**src/file_io_pkg.sv**
```systemverilog
/*
 * file i/o shared definitions
 * framing characters, memory geometry, stream and memory port structs
 * and the hex digit conversion helpers used by loader and dumper
 */
package file_io_pkg;

  typedef logic [7:0] char_t;              // one stream character

  // framing characters
  localparam char_t CHR_SOH = 8'h01;       // start of header
  localparam char_t CHR_SOT = 8'h02;       // start of text
  localparam char_t CHR_EOT = 8'h03;       // end of header
  localparam char_t CHR_EOF = 8'h04;       // end of file
  localparam char_t CHR_LF  = 8'h0a;
  localparam char_t CHR_CR  = 8'h0d;

  //**************************************************************************
  // memory geometry
  //**************************************************************************
  localparam int NUM_MEMS     = 2;
  localparam int MEM_DEPTH    = 8;         // words per memory
  localparam int ADDR_W       = 3;
  localparam int WORD_W       = 32;        // widest memory
  localparam int MEM0_NIBBLES = 8;         // 32 bit rows
  localparam int MEM1_NIBBLES = 4;         // 16 bit rows

  typedef logic              mem_sel_t;
  typedef logic [2:0]        nib_cnt_t;    // digit index within a row
  typedef logic [ADDR_W-1:0] addr_t;
  typedef logic [WORD_W-1:0] word_t;       // narrow memories use low bits

  typedef enum logic [2:0] {
    LD_IDLE, LD_NAME, LD_EOT, LD_SOT, LD_DATA
  } loader_state_e;

  typedef enum logic [2:0] {
    DP_IDLE, DP_HEADER, DP_READ, DP_DIGITS, DP_EOL, DP_TRAILER
  } dumper_state_e;

  typedef struct packed {
    logic  valid;
    char_t data;
  } char_stream_t;                         // 9 bits

  typedef struct packed {
    logic     en;
    mem_sel_t sel;
    addr_t    addr;
    word_t    data;
  } mem_wr_t;                              // 37 bits

  typedef struct packed {
    logic     en;
    mem_sel_t sel;
    addr_t    addr;
  } mem_rd_t;                              // 5 bits

  // bit 4 set when c is not 0-9, a-f or A-F
  function automatic logic [4:0] hex_to_nibble(input char_t c);
    if (c >= 8'h30 && c <= 8'h39)
      return {1'b0, c[3:0]};
    else if ((c >= 8'h41 && c <= 8'h46) || (c >= 8'h61 && c <= 8'h66))
      return {1'b0, c[3:0] + 4'd9};         // letters give 10 to 15
    else
      return 5'b1_0000;
  endfunction

  function automatic char_t nibble_to_hex(input logic [3:0] n);
    if (n <= 4'd9)
      return {4'h3, n};
    else
      return {4'h0, n} + 8'h37;             // upper case A-F
  endfunction

  function automatic logic [3:0] nibbles_of(input mem_sel_t s);
    return s ? 4'(MEM1_NIBBLES) : 4'(MEM0_NIBBLES);
  endfunction

endpackage

```
**src/file_dumper.sv**
```systemverilog
/*
 * file dumper
 * on start walks both memories and sends each one as a framed hex file
 * header, one upper-case row per word with CR LF, then EOF
 */
module file_dumper (
  input  logic                      clk_sys,
  input  logic                      rst_clk,
  input  logic                      start_dump_i,  // one cycle pulse
  input  logic                      load_busy_i,
  output file_io_pkg::char_stream_t tx_o,
  input  logic                      tx_ready_i,
  output logic                      dump_busy_o,
  output file_io_pkg::mem_rd_t      rd_o,
  input  file_io_pkg::word_t        rd_word_i
);
  import file_io_pkg::*;

  dumper_state_e state_q;
  mem_sel_t      sel_q;                   // memory being sent
  addr_t         addr_q;                  // row being sent
  nib_cnt_t      dig_q;                   // digit within the row
  logic [1:0]    chr_cnt_q;               // header and eol position
  logic          tx_valid_q;
  char_t         tx_data_q;
  char_t         chr_next;
  nib_cnt_t      nib_pos;                 // nibble index, msb first
  logic          slot_free;
  logic          emit;
  logic          last_dig;

  // output register empty or draining this cycle
  assign slot_free = ~tx_valid_q | tx_ready_i;
  assign emit      = slot_free &
                     (state_q inside {DP_HEADER, DP_DIGITS, DP_EOL, DP_TRAILER});
  assign last_dig  = (dig_q == nib_cnt_t'(nibbles_of(sel_q) - 4'd1));
  assign nib_pos   = nib_cnt_t'(nibbles_of(sel_q) - 4'd1) - dig_q;

  //**************************************************************************
  // character select
  //**************************************************************************
  always_comb
  begin
    chr_next = CHR_EOF;
    case (state_q)
      DP_HEADER:
        case (chr_cnt_q)
          2'd0:    chr_next = CHR_SOH;
          2'd1:    chr_next = nibble_to_hex({3'b000, sel_q});   // file name
          2'd2:    chr_next = CHR_EOT;
          default: chr_next = CHR_SOT;
        endcase
      DP_DIGITS: chr_next = nibble_to_hex(rd_word_i[{nib_pos, 2'b00} +: 4]);
      DP_EOL:    chr_next = chr_cnt_q[0] ? CHR_LF : CHR_CR;
      default:   chr_next = CHR_EOF;    // trailer
    endcase
  end

  //**************************************************************************
  // sequencing
  //**************************************************************************
  always_ff @(posedge clk_sys)
  begin
    if (rst_clk)
    begin
      state_q    <= DP_IDLE;
      tx_valid_q <= 1'b0;
      sel_q      <= '0;
      addr_q     <= '0;
      dig_q      <= '0;
      chr_cnt_q  <= '0;
    end
    else
    begin
      if (emit)
        tx_valid_q <= 1'b1;
      else if (tx_ready_i)
        tx_valid_q <= 1'b0;
      case (state_q)
        DP_IDLE:
          // no restart while a load runs or the last EOF is still pending
          if (start_dump_i && !load_busy_i && !tx_valid_q)
          begin
            state_q   <= DP_HEADER;
            sel_q     <= '0;
            addr_q    <= '0;
            chr_cnt_q <= '0;
          end
        DP_HEADER:
          if (slot_free)
          begin
            chr_cnt_q <= chr_cnt_q + 1'b1;     // wraps to 0 after SOT
            if (chr_cnt_q == 2'd3)
              state_q <= DP_READ;
          end
        DP_READ:
          begin
            state_q <= DP_DIGITS;             // word arrives next cycle
            dig_q   <= '0;
          end
        DP_DIGITS:
          if (slot_free)
          begin
            if (last_dig)
            begin
              dig_q     <= '0;
              chr_cnt_q <= '0;
              state_q   <= DP_EOL;
            end
            else
            begin
              dig_q <= dig_q + 1'b1;
            end
          end
        DP_EOL:
          if (slot_free)
          begin
            chr_cnt_q <= chr_cnt_q + 1'b1;
            if (chr_cnt_q[0])                 // lf going out
            begin
              chr_cnt_q <= '0;
              if (addr_q == addr_t'(MEM_DEPTH - 1))
                state_q <= DP_TRAILER;
              else
              begin
                addr_q  <= addr_q + 1'b1;
                state_q <= DP_READ;
              end
            end
          end
        DP_TRAILER:
          if (slot_free)
          begin
            if (sel_q == mem_sel_t'(NUM_MEMS - 1))
              state_q <= DP_IDLE;             // busy holds until EOF moves
            else
            begin
              sel_q     <= sel_q + 1'b1;
              addr_q    <= '0;
              chr_cnt_q <= '0;
              state_q   <= DP_HEADER;
            end
          end
        default:
          state_q <= DP_IDLE;
      endcase
    end
  end

  // data only changes when the slot frees, so it holds while stalled
  always_ff @(posedge clk_sys)
  begin
    if (emit)
      tx_data_q <= chr_next;
  end

  assign tx_o        = '{valid: tx_valid_q, data: tx_data_q};
  assign rd_o        = '{en: (state_q == DP_READ), sel: sel_q, addr: addr_q};
  assign dump_busy_o = (state_q != DP_IDLE) | tx_valid_q;

endmodule

```
**src/file_io_top.sv**
```systemverilog
/*
 * file i/o top level
 * loader, dumper and the two-memory bank on one character stream pair
 */
module file_io_top (
  input  logic                      clk_sys,
  input  logic                      rst_clk,
  input  file_io_pkg::char_stream_t rx_i,          // file in
  output logic                      rx_ready_o,
  output file_io_pkg::char_stream_t tx_o,          // file out
  input  logic                      tx_ready_i,
  input  logic                      start_dump_i
);
  import file_io_pkg::*;

  mem_wr_t mem_wr;                        // loader to bank
  mem_rd_t mem_rd;                        // dumper to bank
  word_t   rd_word;                       // bank to dumper
  logic    load_busy;
  logic    dump_busy;

  // hex text in, words out
  file_loader file_loader_i (
    .clk_sys     (clk_sys),
    .rst_clk     (rst_clk),
    .rx_i        (rx_i),
    .rx_ready_o  (rx_ready_o),
    .dump_busy_i (dump_busy),
    .load_busy_o (load_busy),
    .wr_o        (mem_wr)
  );

  // words in, hex text out
  file_dumper file_dumper_i (
    .clk_sys      (clk_sys),
    .rst_clk      (rst_clk),
    .start_dump_i (start_dump_i),
    .load_busy_i  (load_busy),
    .tx_o         (tx_o),
    .tx_ready_i   (tx_ready_i),
    .dump_busy_o  (dump_busy),
    .rd_o         (mem_rd),
    .rd_word_i    (rd_word)
  );

  mem_bank mem_bank_i (
    .clk_sys   (clk_sys),
    .rst_clk   (rst_clk),
    .wr_i      (mem_wr),
    .rd_i      (mem_rd),
    .rd_word_o (rd_word)
  );

endmodule

```
**src/file_loader.sv**
```systemverilog
/*
 * file loader
 * parses SOH, name digit, EOT, SOT and hex rows from the rx stream,
 * packs digits into words and writes them to the selected memory
 */
module file_loader (
  input  logic                      clk_sys,
  input  logic                      rst_clk,
  input  file_io_pkg::char_stream_t rx_i,
  output logic                      rx_ready_o,
  input  logic                      dump_busy_i,   // stall input during dump
  output logic                      load_busy_o,
  output file_io_pkg::mem_wr_t      wr_o
);
  import file_io_pkg::*;

  loader_state_e state_q;
  mem_sel_t      sel_q;                   // target memory from the name
  addr_t         addr_q;                  // next word address
  nib_cnt_t      dig_q;                   // digits taken in this word
  word_t         shift_q;                 // word under assembly
  logic          wr_en_q;
  logic          rx_fire;
  logic [4:0]    hex;                     // decoded character
  logic          last_dig;

  assign rx_ready_o = ~dump_busy_i;       // one char per cycle otherwise
  assign rx_fire    = rx_i.valid & rx_ready_o;
  assign hex        = hex_to_nibble(rx_i.data);
  assign last_dig   = (dig_q == nib_cnt_t'(nibbles_of(sel_q) - 4'd1));

  //**************************************************************************
  // header parse and word counting
  //**************************************************************************
  always_ff @(posedge clk_sys)
  begin
    if (rst_clk)
    begin
      state_q <= LD_IDLE;
      wr_en_q <= 1'b0;
      sel_q   <= '0;
      addr_q  <= '0;
      dig_q   <= '0;
    end
    else
    begin
      wr_en_q <= 1'b0;                    // single cycle write strobe
      if (wr_en_q)
        addr_q <= addr_q + 1'b1;          // advance once the word lands
      if (rx_fire)
      begin
        case (state_q)
          LD_IDLE:
            if (rx_i.data == CHR_SOH)
              state_q <= LD_NAME;
          LD_NAME:
            // only names of existing memories, anything else drops the file
            if (!hex[4] && (hex[3:0] < NUM_MEMS))
            begin
              sel_q   <= mem_sel_t'(hex[0]);
              state_q <= LD_EOT;
            end
            else
            begin
              state_q <= LD_IDLE;
            end
          LD_EOT:
            state_q <= (rx_i.data == CHR_EOT) ? LD_SOT : LD_IDLE;
          LD_SOT:
            if (rx_i.data == CHR_SOT)
            begin
              state_q <= LD_DATA;
              addr_q  <= '0;
              dig_q   <= '0;
            end
            else
            begin
              state_q <= LD_IDLE;
            end
          LD_DATA:
            if (!hex[4])                  // cr, lf and junk skipped
            begin
              if (last_dig)
              begin
                dig_q   <= '0;
                wr_en_q <= 1'b1;          // write on the following edge
                if (addr_q == addr_t'(MEM_DEPTH - 1))
                  state_q <= LD_IDLE;     // last row of the file
              end
              else
              begin
                dig_q <= dig_q + 1'b1;
              end
            end
          default:
            state_q <= LD_IDLE;
        endcase
      end
    end
  end

  // msb digit first, so shift left
  always_ff @(posedge clk_sys)
  begin
    if (rx_fire && (state_q == LD_DATA) && !hex[4])
      shift_q <= {shift_q[WORD_W-5:0], hex[3:0]};
  end

  assign load_busy_o = (state_q != LD_IDLE) | wr_en_q;   // covers pending write
  assign wr_o = '{en: wr_en_q, sel: sel_q, addr: addr_q, data: shift_q};

endmodule

```
**src/mem_bank.sv**
```systemverilog
/*
 * memory bank
 * memory 0 is 32 bits wide, memory 1 is 16 bits wide, both 8 deep
 * one shared write port from the loader, one registered read port
 * for the dumper, read data zero-extended to a full word
 */
module mem_bank (
  input  logic                 clk_sys,
  input  logic                 rst_clk,
  input  file_io_pkg::mem_wr_t wr_i,       // loader write
  input  file_io_pkg::mem_rd_t rd_i,       // dumper read
  output file_io_pkg::word_t   rd_word_o   // valid the cycle after rd_i.en
);
  import file_io_pkg::*;

  //**************************************************************************
  // storage
  //**************************************************************************
  logic [4*MEM0_NIBBLES-1:0] mem0 [MEM_DEPTH];
  logic [4*MEM1_NIBBLES-1:0] mem1 [MEM_DEPTH];

  logic wr0;                               // write strobe per array
  logic wr1;

  assign wr0 = wr_i.en & (wr_i.sel == 1'b0);
  assign wr1 = wr_i.en & (wr_i.sel == 1'b1);

  // memory 0 takes the full word
  always_ff @(posedge clk_sys)
  begin
    if (wr0)
    begin
      mem0[wr_i.addr] <= wr_i.data[4*MEM0_NIBBLES-1:0];
    end
  end

  // memory 1 keeps only the low 16 bits
  always_ff @(posedge clk_sys)
  begin
    if (wr1)
    begin
      mem1[wr_i.addr] <= wr_i.data[4*MEM1_NIBBLES-1:0];
    end
  end

  //**************************************************************************
  // read port
  //**************************************************************************
  // word held until the next read enable
  always_ff @(posedge clk_sys)
  begin
    if (rst_clk)
    begin
      rd_word_o <= '0;
    end
    else if (rd_i.en)
    begin
      if (rd_i.sel)
        rd_word_o <= word_t'(mem1[rd_i.addr]);   // zero-extend 16 bits
      else
        rd_word_o <= word_t'(mem0[rd_i.addr]);
    end
  end

endmodule

```
**config.mk**
```make
export PLATFORM = sky130hd
export DESIGN_NAME = file_io_top
export DESIGN_NICKNAME = d
export VERILOG_FILES = /design/src/file_io_pkg.sv /design/src/file_dumper.sv /design/src/file_io_top.sv /design/src/file_loader.sv /design/src/mem_bank.sv
export SDC_FILE = /design/constraint.sdc
export NUM_CORES = 1
export LEC_CHECK = 0
export BUFFER_PORTS_ARGS = -buffer_cell sky130_fd_sc_hd__buf_2
export CAP_MARGIN = 0
export CORE_MARGIN = 2
export CORE_UTILIZATION = 30
export CTS_CLUSTER_SIZE = 10
export DETAILED_ROUTE_END_ITERATION = 8
export SETUP_SLACK_MARGIN = 0.4
export SKIP_LAST_GASP = 1
export SLEW_MARGIN = 20
export SYNTH_ARGS = -nofsm -noshare
export SYNTH_HDL_FRONTEND = slang
export SYNTH_SLANG_ARGS = --single-unit
```
**constraint.sdc**
```tcl
create_clock -name clk_sys -period 3.9 [get_ports clk_sys]
set_input_delay 0.78 -clock clk_sys [delete_from_list [all_inputs] [get_ports clk_sys]]
set_output_delay 0.78 -clock clk_sys [all_outputs]
set_load 0.01 [all_outputs]
```
==> summary.txt <==
Worst hold path
  • Worst Hold End: mem_bank_i.rd_word_o[8]$_SDFFE_PP0P_
  • HP Class: flop to flop
  • Worst hold path depth: 2
  • Hold Path Origin: mem_bank_i.rd_word_o[8]$_SDFFE_PP0P_

Clock tree
  • TritonCTS buffer count: 54
  • Clk sinks: 482
  • CTS root buf: clkbuf_16
  • CTS clock-pin slew for the worst setup and hold paths: 0.06 ns
  • # Post-CTS Setup Buffers: 0
  • CTS H-tree depth: 2
  • PostCTS Resize Cnt: 0
  • CTS tree: done
  • Latest clock arrival within the worst-skew pair: 0.58 ns
  • Number of hold buffers added after cts: 0
  • Deepest clock path buffer count: 3

Flow run
  • Max capacitance violation total: 0

Place
  • # placed instances: 1841
  • Placed Area: 20300 sq um
  • Half-perimeter wire length after placement: 22.7 mm
  • GP Congestion: 0.779
  • IO buf count: 21

STA
  • Setup_tns: 0 ns
  • Setup violations, final: 0
  • Max Freq: 349 MHz
  • Final Slew Violations: 0
  • Hold Fails Final Rpt: 0
  • Clock skew: 0.0231 ns
  • Tightest Pin Transition: 1.07 ns
  • Crit path time final: 2.86 ns
  • Worst slew margin: 28.4%
  • Crit share post-route: 73.4%
  • Unrepaired setup endpoints after global routing: no

Cells and area
  • Fin nets: 1080
  • Finished Core Util: 34.8%
  • Layout cells sized above 1: 24.9%
  • Synthesis-to-finish area growth: 15.3%
  • Multi-input logic area: 4900 sq um
  • Fillers: 5923
  • Ant. Diodes: 0
  • FF/Latch Area: 13900 sq um
  • Final instance area: 21900 sq um
  • Final cell count without fillers: 1943

Power and ir drop
  • Psw: 2.06 mW
  • Maximum VDD drop: 0.000309 V
  • Clock power share: 43.7%
  • Sequential power share: 54.2%
  • Sw frac: 20.0%
  • P_int: 8.26 mW
  • PnR Total Power: 10.3 mW
  • Logic gate share of total power: 2.1%
  • Leak: 6.64 nW
  • Pwr dens: 472 nW/um^2

Run status
  • Run status: finished, final reports clean

Critical path
  • Reg2Reg Launch Point: file_dumper_i.dig_q[0]$_SDFFE_PP0P_
  • CP Class: flop to flop
  • Startpoint Class: flop
  • Worst-path maximum fanout: 11
  • R2R Path End: file_dumper_i.tx_data_q[1]$_DFFE_PP_
  • Max stage delay on crit path: 0.62 ns
  • Buffers plus inverters on the worst setup path: 1
  • Worst EP arrival: 3.28 ns
  • CP Capture Type: flop
  • Slowest-stage cell, CP: mux4_1
  • CP cell instances: mux4_1, mux2i_1, inv_1, ha_1, o21a_2, nor2_2, mux2_4, o22ai_2
  • Kind of cell adding the most delay to the critical path: multiplexers
  • R2R depth: 8
  • Critical Path RT: 4.32 ns
  • Reg2Reg Setup Slack: 1.04 ns

GRT
  • Pin count of the biggest net entering global routing: 57
  • Vias in the first global route: 9643
  • Gr ovfl total: 0
  • Global-route wire length before repair: 61.3 mm
  • All-Layer GR Usage: 12.2%
  • Antenna violations before repair: 0

Floorplanning
  • Die Area: 65300 sq um
  • Initial Util: 30.2%
  • Core area: 62900 sq um
  • Ports: 23
  • Chip width: 256 um
  • Row cnt: 92
  • Die height: 256 um

Yosys
  • EDFF count, synth: 423
  • Count leader, synth: edfxtp_1
  • Syn Nets: 1028
  • Syn avg cell area: 19.0 sq um
  • Synthesized area: 19000 sq um
  • #FFs+latches synth: 482
  • Most used DFF post-synth: edfxtp_1
  • Synth async-reset ratio: 0%
  • YS warnings: 0
  • Post-synth top cells: edfxtp_1 (423), mux4_2 (109), nor2_1 (63)
  • Top-area cell type share of the netlist area: 66.9%
  • Post-synth cell types: 63
  • Top post-synthesis cells by area: edfxtp_1 (67%), mux4_2 (13%), dfxtp_1 (6.2%)
  • Sequential area share after synthesis: 73.2%
  • Synth area leader: edfxtp_1
  • Synthesized instance count: 999

Routing
  • # DRC: 0
  • Post-DRT Antenna Nets: 0
  • Initial drt markers: 814
  • Total wire length: 40.1 mm
  • Router iterations before antenna repair: 5
  • WL/cell: 20.7 um
  • Vias: 9448
  • Vias/cell: 4.86
[per-stage QoR]
stage	hold slack [ns]	setup WS [ns]
detailed placement	0.444	0.861
floorplan	0.427	0.421
CTS	0.450	1.02
global route	0.473	0.823
finish	0.453	1.04
global placement	0.442	0.944
[worst min-delay path: stages (launching register included)]
cell     delay [ns]
dfxtp_1        0.31
nand2_1        0.05
a21oi_1        0.05
[area by class of cell]
type	count	share of cell area, %
Multi-Input combinational cell	454	22.4
Tap cell	846	4.84
Timing Repair Buffer	50	1.93
Inverter	9	0.154
Clock buffer	98	6.98
Sequential cell	482	63.5
Clock inverter	4	0.177
[layer usage]
metal	vias up	part of all wire [%]	track usage (%)
met5	-	0	0
met4	0	2.1	3.78
met3	60	4.4	1.57
met2	224	49	20.4
met1	5003	44	16.7
li1	4161	-	-
[power by group through the flow]
stage | Sequential, mW | Clock (mW) | Combinational (mW)
floorplan | 5.69 | 0 | 0.156
global placement | 5.70 | 0 | 0.213
detailed placement | 5.70 | 0 | 0.217
CTS | 5.60 | 4.61 | 0.218
global route | 5.59 | 4.84 | 0.240
finish | 5.59 | 4.52 | 0.216
[logic make-up after synthesis]
family | after synthesis | share of synthesized area [%]
other | 1 | 0.0198
muxes | 157 | 16.2
adders and majority gates | 16 | 1.05
DFF | 482 | 73.2
xor gates and xnor gates | 4 | 0.224
AOI/OAI and AO/OA | 106 | 3.54
and+or+nand+nor | 170 | 4.36
buffers and inverters | 63 | 1.48
[cell usage in the layout (no fill, tap or decap), types with 3 or more instances in the layout]
master	synthesis	routed
mux4_2	109	109
nor2_2	1	9
mux4_1	6	6
a22oi_1	19	19
a21oi_1	38	38
o21ai_0	14	14
clkbuf_1	30	43
buf_2	15	21
buf_12	0	8
nor2_4	0	5
nor3_2	3	5
nand3_1	6	6
buf_4	3	21
nand2b_1	8	8
mux2i_1	18	18
nor2b_1	4	4
nor2_1	63	50
or3_1	3	3
a211oi_1	3	3
and2_1	5	5
dfxtp_1	59	55
o21bai_1	4	4
nor3_1	17	13
nand3b_1	4	4
nand4_1	3	3
nand2_1	42	42
edfxtp_1	423	423
a31oi_1	9	9
mux2_2	22	22
clkbuf_16	0	54
inv_1	9	9
ha_1	16	16
[flip-flops by register name (all words and copies together), names as in the netlist, named ones only]
signal and count:
file_dumper_i.sel_q 1, file_loader_i.state_q 3, file_loader_i.wr_en_q 1, file_loader_i.shift_q 32, file_loader_i.dig_q 3, file_dumper_i.tx_valid_q 1, mem_bank_i.mem1 128, file_loader_i.addr_q 3
file_dumper_i.addr_q 3, file_loader_i.sel_q 1, file_dumper_i.chr_cnt_q 2, file_dumper_i.tx_data_q 7, mem_bank_i.rd_word_o 32, mem_bank_i.mem0 256, file_dumper_i.dig_q 3, file_dumper_i.state_q 3
[how the worst max path moves through the flow]
stage                                                    from                                   end  cells past startpoint
after floorplan              file_loader_i.wr_en_q$_SDFF_PP0_       mem_bank_i.mem0[4][0]$_DFFE_PP_                      3
after global placement                                rx_i[0]   file_loader_i.shift_q[28]$_DFFE_PP_                      9
after detailed placement                              rx_i[1]   file_loader_i.shift_q[28]$_DFFE_PP_                      9
after CTS                 file_dumper_i.dig_q[0]$_SDFFE_PP0P_  file_dumper_i.tx_data_q[1]$_DFFE_PP_                      8
after global routing      file_dumper_i.dig_q[0]$_SDFFE_PP0P_  file_dumper_i.tx_data_q[1]$_DFFE_PP_                      8
final                     file_dumper_i.dig_q[0]$_SDFFE_PP0P_  file_dumper_i.tx_data_q[1]$_DFFE_PP_                      8
Power figures use the tool's default switching activity.
